$ cat config.mk
export PLATFORM = sky130hd
export DESIGN_NAME = axi_mem_top
export DESIGN_NICKNAME = d
export VERILOG_FILES = /design/src/axi_mem_pkg.sv /design/src/bank_pkg.sv /design/src/mem_ifs.sv /design/src/fall_through_reg.sv /design/src/burst_ctrl.sv /design/src/access_ctrl.sv /design/src/bank_split.sv /design/src/axi_mem_top.sv
export SDC_FILE = /design/constraint.sdc
export NUM_CORES = 1
export LEC_CHECK = 0
export BUFFER_PORTS_ARGS = -buffer_cell sky130_fd_sc_hd__buf_2
export CORE_UTILIZATION = 51
export DETAILED_ROUTE_END_ITERATION = 12
export MAX_ROUTING_LAYER = met4
export PLACE_DENSITY = 0.77
export SLEW_MARGIN = 15
export SYNTH_ARGS = -nofsm -noshare
export SYNTH_HDL_FRONTEND = slang
export SYNTH_SLANG_ARGS = --single-unit
$ cat constraint.sdc
create_clock -name clk_i -period 6.6 [get_ports clk_i]
set_input_delay 0.33 -clock clk_i [delete_from_list [all_inputs] [get_ports clk_i]]
set_output_delay 0.33 -clock clk_i [all_outputs]
set_load 0.005 [all_outputs]
$ cat src/axi_mem_pkg.sv
// Bus-side definitions for the AXI4 banked memory slave
// Widths, channel types and the beat-size helper
`default_nettype none

package axi_mem_pkg;

  localparam int unsigned AddrWidth = 16;
  localparam int unsigned DataWidth = 64;
  localparam int unsigned StrbWidth = DataWidth / 8;
  localparam int unsigned IdWidth   = 4;
  localparam int unsigned LenWidth  = 8;

  localparam int unsigned MaxOutstanding = 4;  // Beats between request and response side

  typedef logic [AddrWidth-1:0] addr_t;
  typedef logic [DataWidth-1:0] data_t;
  typedef logic [StrbWidth-1:0] strb_t;
  typedef logic [IdWidth-1:0]   id_t;
  typedef logic [LenWidth-1:0]  len_t;
  typedef logic [2:0]           size_t;

  typedef enum logic [1:0] {
    BURST_FIXED = 2'b00,
    BURST_INCR  = 2'b01,
    BURST_WRAP  = 2'b10
  } burst_e;

  typedef enum logic [1:0] {
    RESP_OKAY   = 2'b00,
    RESP_EXOKAY = 2'b01,
    RESP_SLVERR = 2'b10,
    RESP_DECERR = 2'b11
  } resp_e;

  // Bytes moved by one beat of the given size
  function automatic addr_t beat_bytes(input size_t size);
    return addr_t'(1) << size;
  endfunction

endpackage

`default_nettype wire

$ cat src/bank_pkg.sv
// Bank-side definitions for the banked memory behind the AXI slave
// NumBanks sets how each bus word is split over the banks
`default_nettype none

package bank_pkg;

  localparam int unsigned NumBanks      = 2;
  localparam int unsigned BankDataWidth = axi_mem_pkg::DataWidth / NumBanks;
  localparam int unsigned BankStrbWidth = BankDataWidth / 8;
  localparam int unsigned BankAddrShift = $clog2(axi_mem_pkg::StrbWidth);  // Byte in bus word

  typedef logic [BankDataWidth-1:0] bank_data_t;
  typedef logic [BankStrbWidth-1:0] bank_strb_t;

endpackage

`default_nettype wire

$ cat src/mem_ifs.sv
// Internal links of the AXI memory slave
// meta_if carries one beat, word_if one word access and its response
`timescale 1ns/100ps
`default_nettype none

interface meta_if;
  import axi_mem_pkg::*;

  logic  valid;
  logic  ready;
  addr_t addr;   // Byte address of the beat
  id_t   id;
  logic  last;
  logic  write;

  modport source (output valid, addr, id, last, write, input ready);
  modport sink   (input valid, addr, id, last, write, output ready);
endinterface

interface word_if;
  import axi_mem_pkg::*;

  logic  req;
  logic  gnt;
  addr_t addr;
  data_t wdata;
  strb_t strb;
  logic  we;
  logic  rvalid;  // One pulse per accepted request, in order
  data_t rdata;

  modport master (output req, addr, wdata, strb, we, input gnt, rvalid, rdata);
  modport slave  (input req, addr, wdata, strb, we, output gnt, rvalid, rdata);
endinterface

`default_nettype wire

$ cat src/fall_through_reg.sv
// One-entry fall-through register
// Passes data straight through while empty, stores it when the output stalls
`timescale 1ns/100ps
`default_nettype none

module fall_through_reg #(
  parameter type T = logic
) (
  input  wire logic clk_i,
  input  wire logic rst_ni,
  input  wire logic valid_i,
  output logic      ready_o,
  input  wire T     data_i,
  output logic      valid_o,
  input  wire logic ready_i,
  output T          data_o
);

  logic full_q;
  T     data_q;

  assign ready_o = !full_q;
  assign valid_o = full_q || valid_i;
  assign data_o  = full_q ? data_q : data_i;

  always_ff @(posedge clk_i or negedge rst_ni) begin
    if (!rst_ni) begin
      full_q <= 1'b0;
    end else if (full_q) begin
      full_q <= !ready_i;
    end else begin
      full_q <= valid_i && !ready_i;  // Capture on a stalled pass-through
    end
  end

  always_ff @(posedge clk_i) begin
    if (!full_q && valid_i && !ready_i) begin
      data_q <= data_i;
    end
  end

endmodule

`default_nettype wire

$ cat src/burst_ctrl.sv
// Burst controller
// Turns AR and AW bursts into single beats and arbitrates them round-robin
`timescale 1ns/100ps
`default_nettype none

module burst_ctrl (
  input  wire logic                clk_i,
  input  wire logic                rst_ni,
  input  wire logic                ar_valid_i,
  output logic                     ar_ready_o,
  input  wire axi_mem_pkg::addr_t  ar_addr_i,
  input  wire axi_mem_pkg::id_t    ar_id_i,
  input  wire axi_mem_pkg::len_t   ar_len_i,
  input  wire axi_mem_pkg::size_t  ar_size_i,
  input  wire axi_mem_pkg::burst_e ar_burst_i,
  input  wire logic                aw_valid_i,
  output logic                     aw_ready_o,
  input  wire axi_mem_pkg::addr_t  aw_addr_i,
  input  wire axi_mem_pkg::id_t    aw_id_i,
  input  wire axi_mem_pkg::len_t   aw_len_i,
  input  wire axi_mem_pkg::size_t  aw_size_i,
  input  wire axi_mem_pkg::burst_e aw_burst_i,
  input  wire logic                w_valid_i,
  output logic                     w_ready_o,
  meta_if.source                   beat_o,
  output logic                     wr_active_o,
  output logic                     rd_active_o
);
  import axi_mem_pkg::*;

  // Channel 0 is read, channel 1 is write
  logic  [1:0] ax_valid, ax_ready, gate, beat_valid, beat_ready, beat_last;
  addr_t [1:0] ax_addr, beat_addr, base_d, base_q;
  id_t   [1:0] ax_id, beat_id, id_d, id_q;
  len_t  [1:0] ax_len, cnt_d, cnt_q;
  size_t [1:0] ax_size, size_d, size_q;
  logic        sel, lock_q, lock_sel_q, rr_q;

  assign ax_valid = {aw_valid_i, ar_valid_i};
  assign ax_addr  = {aw_addr_i, ar_addr_i};
  assign ax_id    = {aw_id_i, ar_id_i};
  assign ax_len   = {aw_len_i, ar_len_i};
  assign ax_size  = {aw_size_i, ar_size_i};
  assign gate     = {w_valid_i, 1'b1};  // A write beat needs its W data

  // Pending beat of each channel, from state and inputs only
  always_comb begin
    for (int c = 0; c < 2; c++) begin
      beat_valid[c] = 1'b0;
      beat_addr[c]  = base_q[c] + beat_bytes(size_q[c]);
      beat_id[c]    = id_q[c];
      beat_last[c]  = (cnt_q[c] == len_t'(1));
      if (cnt_q[c] != '0) begin
        beat_valid[c] = gate[c];
      end else if (ax_valid[c] && gate[c]) begin
        beat_valid[c] = 1'b1;
        beat_addr[c]  = ax_addr[c];  // First beat keeps the unaligned address
        beat_id[c]    = ax_id[c];
        beat_last[c]  = (ax_len[c] == '0);
      end
    end
  end

  // Next state once a beat has transferred
  always_comb begin
    for (int c = 0; c < 2; c++) begin
      ax_ready[c] = beat_ready[c] && (cnt_q[c] == '0);
      cnt_d[c]    = cnt_q[c];
      base_d[c]   = base_q[c];
      id_d[c]     = id_q[c];
      size_d[c]   = size_q[c];
      if (ax_ready[c]) begin
        cnt_d[c]  = ax_len[c];
        base_d[c] = ax_addr[c] & ~(beat_bytes(ax_size[c]) - addr_t'(1));
        id_d[c]   = ax_id[c];
        size_d[c] = ax_size[c];
      end else if (beat_ready[c]) begin
        cnt_d[c]  = cnt_q[c] - len_t'(1);
        base_d[c] = beat_addr[c];
      end
    end
  end

  // An offered beat stays selected until it transfers
  always_comb begin
    if (lock_q) begin
      sel = lock_sel_q;
    end else if (&beat_valid) begin
      sel = rr_q;
    end else begin
      sel = beat_valid[1];
    end
  end

  assign beat_o.valid  = |beat_valid;
  assign beat_o.addr   = beat_addr[sel];
  assign beat_o.id     = beat_id[sel];
  assign beat_o.last   = beat_last[sel];
  assign beat_o.write  = sel;
  assign beat_ready[0] = beat_o.valid && beat_o.ready && !sel;
  assign beat_ready[1] = beat_o.valid && beat_o.ready && sel;

  assign ar_ready_o  = ax_ready[0];
  assign aw_ready_o  = ax_ready[1];
  assign w_ready_o   = beat_ready[1];  // Every write beat consumes one W
  assign rd_active_o = (cnt_q[0] != '0);
  assign wr_active_o = (cnt_q[1] != '0);

  always_ff @(posedge clk_i or negedge rst_ni) begin
    if (!rst_ni) begin
      cnt_q      <= '0;
      base_q     <= '0;
      id_q       <= '0;
      size_q     <= '0;
      lock_q     <= 1'b0;
      lock_sel_q <= 1'b0;
      rr_q       <= 1'b0;
    end else begin
      cnt_q      <= cnt_d;
      base_q     <= base_d;
      id_q       <= id_d;
      size_q     <= size_d;
      lock_q     <= beat_o.valid && !beat_o.ready;
      lock_sel_q <= sel;
      if (beat_o.valid && beat_o.ready) begin
        rr_q <= !sel;  // Other channel wins next tie
      end
    end
  end

  // Only INCR bursts are supported
  assert property (@(posedge clk_i) disable iff (!rst_ni)
      ar_valid_i && ar_len_i != '0 |-> ar_burst_i == BURST_INCR)
    else $error("AR burst type other than INCR");
  assert property (@(posedge clk_i) disable iff (!rst_ni)
      aw_valid_i && aw_len_i != '0 |-> aw_burst_i == BURST_INCR)
    else $error("AW burst type other than INCR");

endmodule

`default_nettype wire

$ cat src/access_ctrl.sv
// Access controller
// Issues one word access per beat and returns the responses on R or B in order
`timescale 1ns/100ps
`default_nettype none

module access_ctrl (
  input  wire logic               clk_i,
  input  wire logic               rst_ni,
  meta_if.sink                    beat_i,
  input  wire axi_mem_pkg::data_t w_data_i,
  input  wire axi_mem_pkg::strb_t w_strb_i,
  word_if.master                  mem_o,
  output logic                    r_valid_o,
  input  wire logic               r_ready_i,
  output axi_mem_pkg::data_t      r_data_o,
  output axi_mem_pkg::id_t        r_id_o,
  output logic                    r_last_o,
  output logic                    b_valid_o,
  input  wire logic               b_ready_i,
  output axi_mem_pkg::id_t        b_id_o
);
  import axi_mem_pkg::*;

  typedef struct packed {
    id_t  id;
    logic last;
    logic write;
  } meta_t;

  // One wrap bit above the entry index
  typedef logic [$clog2(MaxOutstanding):0] ptr_t;

  meta_t meta_mem [MaxOutstanding];
  data_t data_mem [MaxOutstanding];
  ptr_t  meta_wptr_q, data_wptr_q, rptr_q;
  meta_t head;
  logic  full, push, head_valid, pop;

  assign full = (ptr_t'(meta_wptr_q - rptr_q) == ptr_t'(MaxOutstanding));

  assign mem_o.req    = beat_i.valid && !full;
  assign beat_i.ready = mem_o.gnt && !full;
  assign push         = mem_o.req && mem_o.gnt;
  assign mem_o.addr   = beat_i.addr;
  assign mem_o.wdata  = w_data_i;
  assign mem_o.strb   = w_strb_i;
  assign mem_o.we     = beat_i.write;

  // Head is complete once its memory response is in
  assign head       = meta_mem[rptr_q[$bits(ptr_t)-2:0]];
  assign head_valid = (data_wptr_q != rptr_q);

  assign r_valid_o = head_valid && !head.write;
  assign r_data_o  = data_mem[rptr_q[$bits(ptr_t)-2:0]];
  assign r_id_o    = head.id;
  assign r_last_o  = head.last;
  assign b_valid_o = head_valid && head.write && head.last;
  assign b_id_o    = head.id;

  // Non-last write beats leave without a channel handshake
  assign pop = head_valid && (head.write ? (!head.last || b_ready_i) : r_ready_i);

  always_ff @(posedge clk_i or negedge rst_ni) begin
    if (!rst_ni) begin
      meta_wptr_q <= '0;
      data_wptr_q <= '0;
      rptr_q      <= '0;
    end else begin
      if (push) begin
        meta_wptr_q <= meta_wptr_q + ptr_t'(1);
      end
      if (mem_o.rvalid) begin
        data_wptr_q <= data_wptr_q + ptr_t'(1);
      end
      if (pop) begin
        rptr_q <= rptr_q + ptr_t'(1);
      end
    end
  end

  always_ff @(posedge clk_i) begin
    if (push) begin
      meta_mem[meta_wptr_q[$bits(ptr_t)-2:0]] <= '{id: beat_i.id, last: beat_i.last,
                                                   write: beat_i.write};
    end
    if (mem_o.rvalid) begin
      data_mem[data_wptr_q[$bits(ptr_t)-2:0]] <= mem_o.rdata;
    end
  end

  assert property (@(posedge clk_i) disable iff (!rst_ni)
      r_valid_o && !r_ready_i |=> r_valid_o && $stable(r_data_o) && $stable(r_id_o)
                                  && $stable(r_last_o))
    else $error("R changed before its handshake");

endmodule

`default_nettype wire

$ cat src/bank_split.sv
// Bank splitter
// Spreads each bus word over the banks and joins their responses again
`timescale 1ns/100ps
`default_nettype none

module bank_split (
  input  wire logic                                            clk_i,
  input  wire logic                                            rst_ni,
  word_if.slave                                                mem_i,
  output logic                 [bank_pkg::NumBanks-1:0]        bank_req_o,
  input  wire logic            [bank_pkg::NumBanks-1:0]        bank_gnt_i,
  output axi_mem_pkg::addr_t   [bank_pkg::NumBanks-1:0]        bank_addr_o,
  output bank_pkg::bank_data_t [bank_pkg::NumBanks-1:0]        bank_wdata_o,
  output bank_pkg::bank_strb_t [bank_pkg::NumBanks-1:0]        bank_strb_o,
  output logic                 [bank_pkg::NumBanks-1:0]        bank_we_o,
  input  wire logic            [bank_pkg::NumBanks-1:0]        bank_rvalid_i,
  input  wire bank_pkg::bank_data_t [bank_pkg::NumBanks-1:0]   bank_rdata_i
);
  import axi_mem_pkg::*;
  import bank_pkg::*;

  typedef struct packed {
    addr_t      addr;
    bank_data_t wdata;
    bank_strb_t strb;
    logic       we;
  } bank_req_t;

  bank_req_t [NumBanks-1:0] bank_in, bank_out;
  logic      [NumBanks-1:0] req_ready, resp_ready, resp_valid;
  logic                     req_valid;
  addr_t                    word_addr;

  assign word_addr = (mem_i.addr >> BankAddrShift) << BankAddrShift;

  // Accept only when every bank can take the request and its response
  assign mem_i.gnt = (&req_ready) & (&resp_ready);
  assign req_valid = mem_i.req & mem_i.gnt;

  for (genvar i = 0; i < NumBanks; i++) begin : gen_bank
    assign bank_in[i].addr  = word_addr + addr_t'(i * BankStrbWidth);
    assign bank_in[i].wdata = mem_i.wdata[i*BankDataWidth +: BankDataWidth];
    assign bank_in[i].strb  = mem_i.strb[i*BankStrbWidth +: BankStrbWidth];
    assign bank_in[i].we    = mem_i.we;

    fall_through_reg #(.T(bank_req_t)) i_req_reg (
      .clk_i,
      .rst_ni,
      .valid_i (req_valid),
      .ready_o (req_ready[i]),
      .data_i  (bank_in[i]),
      .valid_o (bank_req_o[i]),
      .ready_i (bank_gnt_i[i]),
      .data_o  (bank_out[i])
    );

    assign bank_addr_o[i]  = bank_out[i].addr;
    assign bank_wdata_o[i] = bank_out[i].wdata;
    assign bank_strb_o[i]  = bank_out[i].strb;
    assign bank_we_o[i]    = bank_out[i].we;

    // Holds an early bank response until the slowest bank answers
    fall_through_reg #(.T(bank_data_t)) i_resp_reg (
      .clk_i,
      .rst_ni,
      .valid_i (bank_rvalid_i[i]),
      .ready_o (resp_ready[i]),
      .data_i  (bank_rdata_i[i]),
      .valid_o (resp_valid[i]),
      .ready_i (mem_i.rvalid),
      .data_o  (mem_i.rdata[i*BankDataWidth +: BankDataWidth])
    );
  end

  assign mem_i.rvalid = &resp_valid;

endmodule

`default_nettype wire

$ cat src/axi_mem_top.sv
// AXI4 slave onto a banked word memory
// Burst control, word access and bank split chained by internal links
`timescale 1ns/100ps
`default_nettype none

module axi_mem_top (
  input  wire logic                                          clk_i,
  input  wire logic                                          rst_ni,
  input  wire logic                                          aw_valid_i,
  output logic                                               aw_ready_o,
  input  wire axi_mem_pkg::addr_t                            aw_addr_i,
  input  wire axi_mem_pkg::id_t                              aw_id_i,
  input  wire axi_mem_pkg::len_t                             aw_len_i,
  input  wire axi_mem_pkg::size_t                            aw_size_i,
  input  wire axi_mem_pkg::burst_e                           aw_burst_i,
  input  wire logic                                          w_valid_i,
  output logic                                               w_ready_o,
  input  wire axi_mem_pkg::data_t                            w_data_i,
  input  wire axi_mem_pkg::strb_t                            w_strb_i,
  input  wire logic                                          w_last_i,
  output logic                                               b_valid_o,
  input  wire logic                                          b_ready_i,
  output axi_mem_pkg::id_t                                   b_id_o,
  output axi_mem_pkg::resp_e                                 b_resp_o,
  input  wire logic                                          ar_valid_i,
  output logic                                               ar_ready_o,
  input  wire axi_mem_pkg::addr_t                            ar_addr_i,
  input  wire axi_mem_pkg::id_t                              ar_id_i,
  input  wire axi_mem_pkg::len_t                             ar_len_i,
  input  wire axi_mem_pkg::size_t                            ar_size_i,
  input  wire axi_mem_pkg::burst_e                           ar_burst_i,
  output logic                                               r_valid_o,
  input  wire logic                                          r_ready_i,
  output axi_mem_pkg::data_t                                 r_data_o,
  output axi_mem_pkg::id_t                                   r_id_o,
  output axi_mem_pkg::resp_e                                 r_resp_o,
  output logic                                               r_last_o,
  output logic                                               busy_o,
  output logic                      [bank_pkg::NumBanks-1:0] bank_req_o,
  input  wire logic                 [bank_pkg::NumBanks-1:0] bank_gnt_i,
  output axi_mem_pkg::addr_t        [bank_pkg::NumBanks-1:0] bank_addr_o,
  output bank_pkg::bank_data_t      [bank_pkg::NumBanks-1:0] bank_wdata_o,
  output bank_pkg::bank_strb_t      [bank_pkg::NumBanks-1:0] bank_strb_o,
  output logic                      [bank_pkg::NumBanks-1:0] bank_we_o,
  input  wire logic                 [bank_pkg::NumBanks-1:0] bank_rvalid_i,
  input  wire bank_pkg::bank_data_t [bank_pkg::NumBanks-1:0] bank_rdata_i
);
  import axi_mem_pkg::*;

  meta_if beat ();
  word_if mem ();
  logic   wr_active, rd_active;

  assign b_resp_o = RESP_OKAY;
  assign r_resp_o = RESP_OKAY;

  assign busy_o = aw_valid_i | ar_valid_i | w_valid_i | b_valid_o | r_valid_o |
                  wr_active | rd_active;

  burst_ctrl i_burst_ctrl (
    .clk_i, .rst_ni,
    .ar_valid_i, .ar_ready_o, .ar_addr_i, .ar_id_i, .ar_len_i, .ar_size_i, .ar_burst_i,
    .aw_valid_i, .aw_ready_o, .aw_addr_i, .aw_id_i, .aw_len_i, .aw_size_i, .aw_burst_i,
    .w_valid_i, .w_ready_o,
    .beat_o      (beat),
    .wr_active_o (wr_active),
    .rd_active_o (rd_active)
  );

  access_ctrl i_access_ctrl (
    .clk_i, .rst_ni,
    .beat_i (beat),
    .w_data_i, .w_strb_i,
    .mem_o  (mem),
    .r_valid_o, .r_ready_i, .r_data_o, .r_id_o, .r_last_o,
    .b_valid_o, .b_ready_i, .b_id_o
  );

  bank_split i_bank_split (
    .clk_i, .rst_ni,
    .mem_i (mem),
    .bank_req_o, .bank_gnt_i, .bank_addr_o, .bank_wdata_o, .bank_strb_o, .bank_we_o,
    .bank_rvalid_i, .bank_rdata_i
  );

endmodule

`default_nettype wire

==> flow_summary.yaml <==
cells_and_area:
  post_route_cells_drive_above_1_share_pct: 35.89
  fill_cell_instance_count_of_the_final_layout: 3015
  finish.net_count: 2306
  area_growth_pct: 24.44
  layout.core_utilization_pct: 65.03
  stdcell_count: 2705
  final_common_cell: "edfxtp_1"
  most-common-layout-cells: "edfxtp_1 (444), buf_2 (388), mux2_2 (163)"
sta:
  final_critical_path_share_of_the_clock_period_pct: 71.42
  worst_slew_margin_rel_pct: 26.23
  maxClockFrequency_mhz: 212.1
  grt_setup_unrepaired: "no"
  timing.setup.tns_ps: 0
  tightest_slew_ps: 1106
  final_period_minus_worst_setup_slack_ps: 4714
  fin_ws_ps: 1886
  maxSlewViolCount: 0
  final_worst_clock_skew_ps: 20.99
  final-setup-viol-count: 0
  finalHoldViolCount: 0
status:
  outcome: "finished, final reports clean"
die:
  die_w_um: 215.8
  floorplan.die_area_mm2: 0.04657
  dieHeight_um: 215.8
  initial_core_util_pct: 52.26
  fp.coreArea_mm2: 0.04461
  std_cell_rows: 77
  io_pins: 405
grt:
  grt_remaining_overflow: 0
  largest_net_degree_at_the_start_of_global_routing: 66
  grt_antenna_before_repair: 14
  number_of_global_route_vias_before_repair: 16046
  wire_length_of_the_first_global_routing_pass_um: 93450
  globalRouteTotalUtil_pct: 27.09
synth:
  avgSynthCellArea_um2: 15.25
  synth_enable_flop_cells: 444
  ys_ff_latch: 522
  post_synthesis_cell_area_mm2: 0.02331
  synth.yosys.seq_area_share_pct: 65.57
  netlist.area_leader.share_pct: 57.20
  yosys.cell_types.count: 84
  synth_largest_area_cell: "edfxtp_1"
  syn_inst: 1529
  asyncSetResetFlopFracSynth_pct: 14.94
  synth_warnings: 0
  synth_area_leaders: "edfxtp_1 (57%), dfrtp_1 (8.4%), mux2_2 (7.9%), mux4_2 (6.8%), ha_1 (1.9%)"
  yosys_most_used_dff: "edfxtp_1"
clocking:
  cts_buffers: 53
  skew_pair_late_insertion_delay_ps: 620
  clock_sink_count: 522
  cts_max_level: 2
  clock_path_buffers: 3
  cts.reportedPaths.clkPinSlew_ps: 60
  ctsRootBufferMaster: "clkbuf_16"
  postCtsResizedCells: 0
  cts_post_setup_buffers_inserted: 0
  cts_tree: "yes"
setup_path:
  setup.reg_to_reg.worst_slack_ps: 2390
  path_max_fanout: 34
  critPathArrivalTime_ps: 4380
  path_class: "reg2out"
  end_kind: "output port"
  crit_required_ps: 6270
  critical_path.startpoint_type: "flop"
detailed_routing:
  routedWlPerCell_um: 22.84
  drtAntennaViolNets: 0
  totalWireLength_um: 61780
  vias_per_cell: 5.779
  detailedRoute.firstPassIterationCount: 5
  vias: 15632
  first_iter_violations: 1390
  remaining_drc_errors: 0
placed_design:
  detailedPlace.worstSlack_ps: 2353
  placedCellCount: 2442
  dp_hpwl_um: 38360
  gp_routability_congestion: 0.8964
  port_buffers: 389
pwr:
  share_seq_of_total_power_pct: 40.9
  power_switching_share_pct: 33.74
  power_density_mw_per_mm2: 413.9
  switching_power_mw: 4.050
  intPower_mw: 7.955
  proportion_of_power_drawn_by_combinational_gates_pct: 34.1
  total_power_mw: 12.01
  leakagePower_nw: 11.00
  vdd.ir_drop.worst_mv: 0.3612
  clkPwrFrac_pct: 24.9
hold_path:
  worst_hold_path_type: "in2reg"
run:
  max-cap-violations: 0
## cell type report
| type | instances | area, µm² | share of cell area [%] |
|---|---|---|---|
| clock inverter | 34 | 344.1 | 1.186 |
| sequential | 522 | 15300 | 52.73 |
| multi-input combinational | 885 | 7508 | 25.88 |
| timing repair buffer | 555 | 3571 | 12.31 |
| antenna | 15 | 37.54 | 0.1294 |
| tap | 592 | 740.7 | 2.553 |
| clock buffer | 64 | 1368 | 4.714 |
| inverter | 38 | 142.6 | 0.4917 |
## worst paths after layout
path                            cells past startpoint                    startpoint                                           end
worst max-delay path                                9         i_burst_ctrl.cnt_q[0]                                     w_ready_o
worst min-delay path                                2                    ar_id_i[1]                          i_burst_ctrl.id_q[1]
worst max register to register                      7       i_access_ctrl.rptr_q[0]  i_bank_split.gen_bank[1].i_req_reg.data_q[2]
worst min register to register                      1  i_access_ctrl.data_wptr_q[2]                  i_access_ctrl.data_wptr_q[2]
max in group asynchronous                           3                        rst_ni                       i_access_ctrl.rptr_q[0]
min in group asynchronous                           2                        rst_ni                         i_burst_ctrl.cnt_q[6]
## kinds of logic (layout without fill, tap and decap cells)
group | Yosys count | after routing | share of synthesized area [%]
flops | 522 | 522 | 65.57
mux | 238 | 238 | 14.86
simple gates | 321 | 321 | 6.892
buf+inv | 130 | 691 | 2.496
xor+xnor | 29 | 29 | 1.090
fa+ha+maj | 37 | 37 | 2.050
other cells | 2 | 25 | 0.03222
compound gates | 250 | 250 | 7.010
## Yosys cell counts (7+ instances only)
cell / count
mux2_2: 163
nand4_1: 11
nor3_1: 22
a21o_1: 10
nor2_1: 70
a211oi_1: 7
and3_1: 24
a21oi_1: 64
or2_2: 7
xnor2_1: 14
o211ai_1: 10
inv_1: 36
o22ai_1: 8
nand3_1: 13
buf_4: 17
mux4_2: 70
xor2_1: 15
buf_1: 12
dfrtp_1: 78
edfxtp_1: 444
clkbuf_1: 49
nand2_1: 108
o21ai_0: 49
a31oi_1: 20
o31ai_1: 7
buf_2: 11
or3_1: 11
and2_1: 12
o21ai_1: 17
nor3b_1: 10
ha_1: 35
## registers in the layout, indices dropped and copies added (netlist names), 6 cells and up
signal,count
i_burst_ctrl.id_q,8
i_bank_split.gen_bank.i_req_reg.data_q,100
i_access_ctrl.data_mem,256
i_burst_ctrl.cnt_q,16
i_burst_ctrl.base_q,32
i_access_ctrl.meta_mem,24
i_bank_split.gen_bank.i_resp_reg.data_q,64
i_burst_ctrl.size_q,6
## critical path: stages (launching register included)
cell and delay, ps:
dfrtp_1 400, inv_1 100, ha_1 250, nor4b_1 460, a31oi_1 190, o31a_2 460, inv_2 550, nand3_2 640
inv_2 510, buf_2 200
## per-layer routing
layer  vias to the layer above  track usage (%)  routed length (µm)
met5                         -                -                   0
met4                         0            8.652                1777
met3                       115            5.539                4975
met2                       720            44.72               30890
met1                      7789            33.53               24140
li1                       7008                -                   -
## per-stage QoR
stage          instance area (µm²)  hold slack, ps
6_report                     29010           17.33
5_1_grt                      29010           16.17
4_1_cts                      28970           2.524
3_5_place_dp                 25760           269.4
3_3_place_gp                 25760           265.2
2_1_floorplan                23340           34.41
## power groups by stage
| stage | combinational [mW] | sequential, mW | clock, mW |
|---|---|---|---|
| 2_1_floorplan | 2.74 | 4.71 | 0 |
| 3_3_place_gp | 3.88 | 4.92 | 0 |
| 3_5_place_dp | 3.96 | 4.97 | 0 |
| 4_1_cts | 4.06 | 4.91 | 3.03 |
| 5_1_grt | 4.43 | 5.01 | 3.15 |
| 6_report | 4.10 | 4.91 | 2.99 |
## timing repair
| item | 4_1_cts | 5_1_grt |
|---|---|---|
| hold buffers | 150 | 0 |
| hold endpoints to repair | 171 | 0 |
| endpoints found under the setup margin | 0 | 0 |
(Power assumes the default switching activity.)
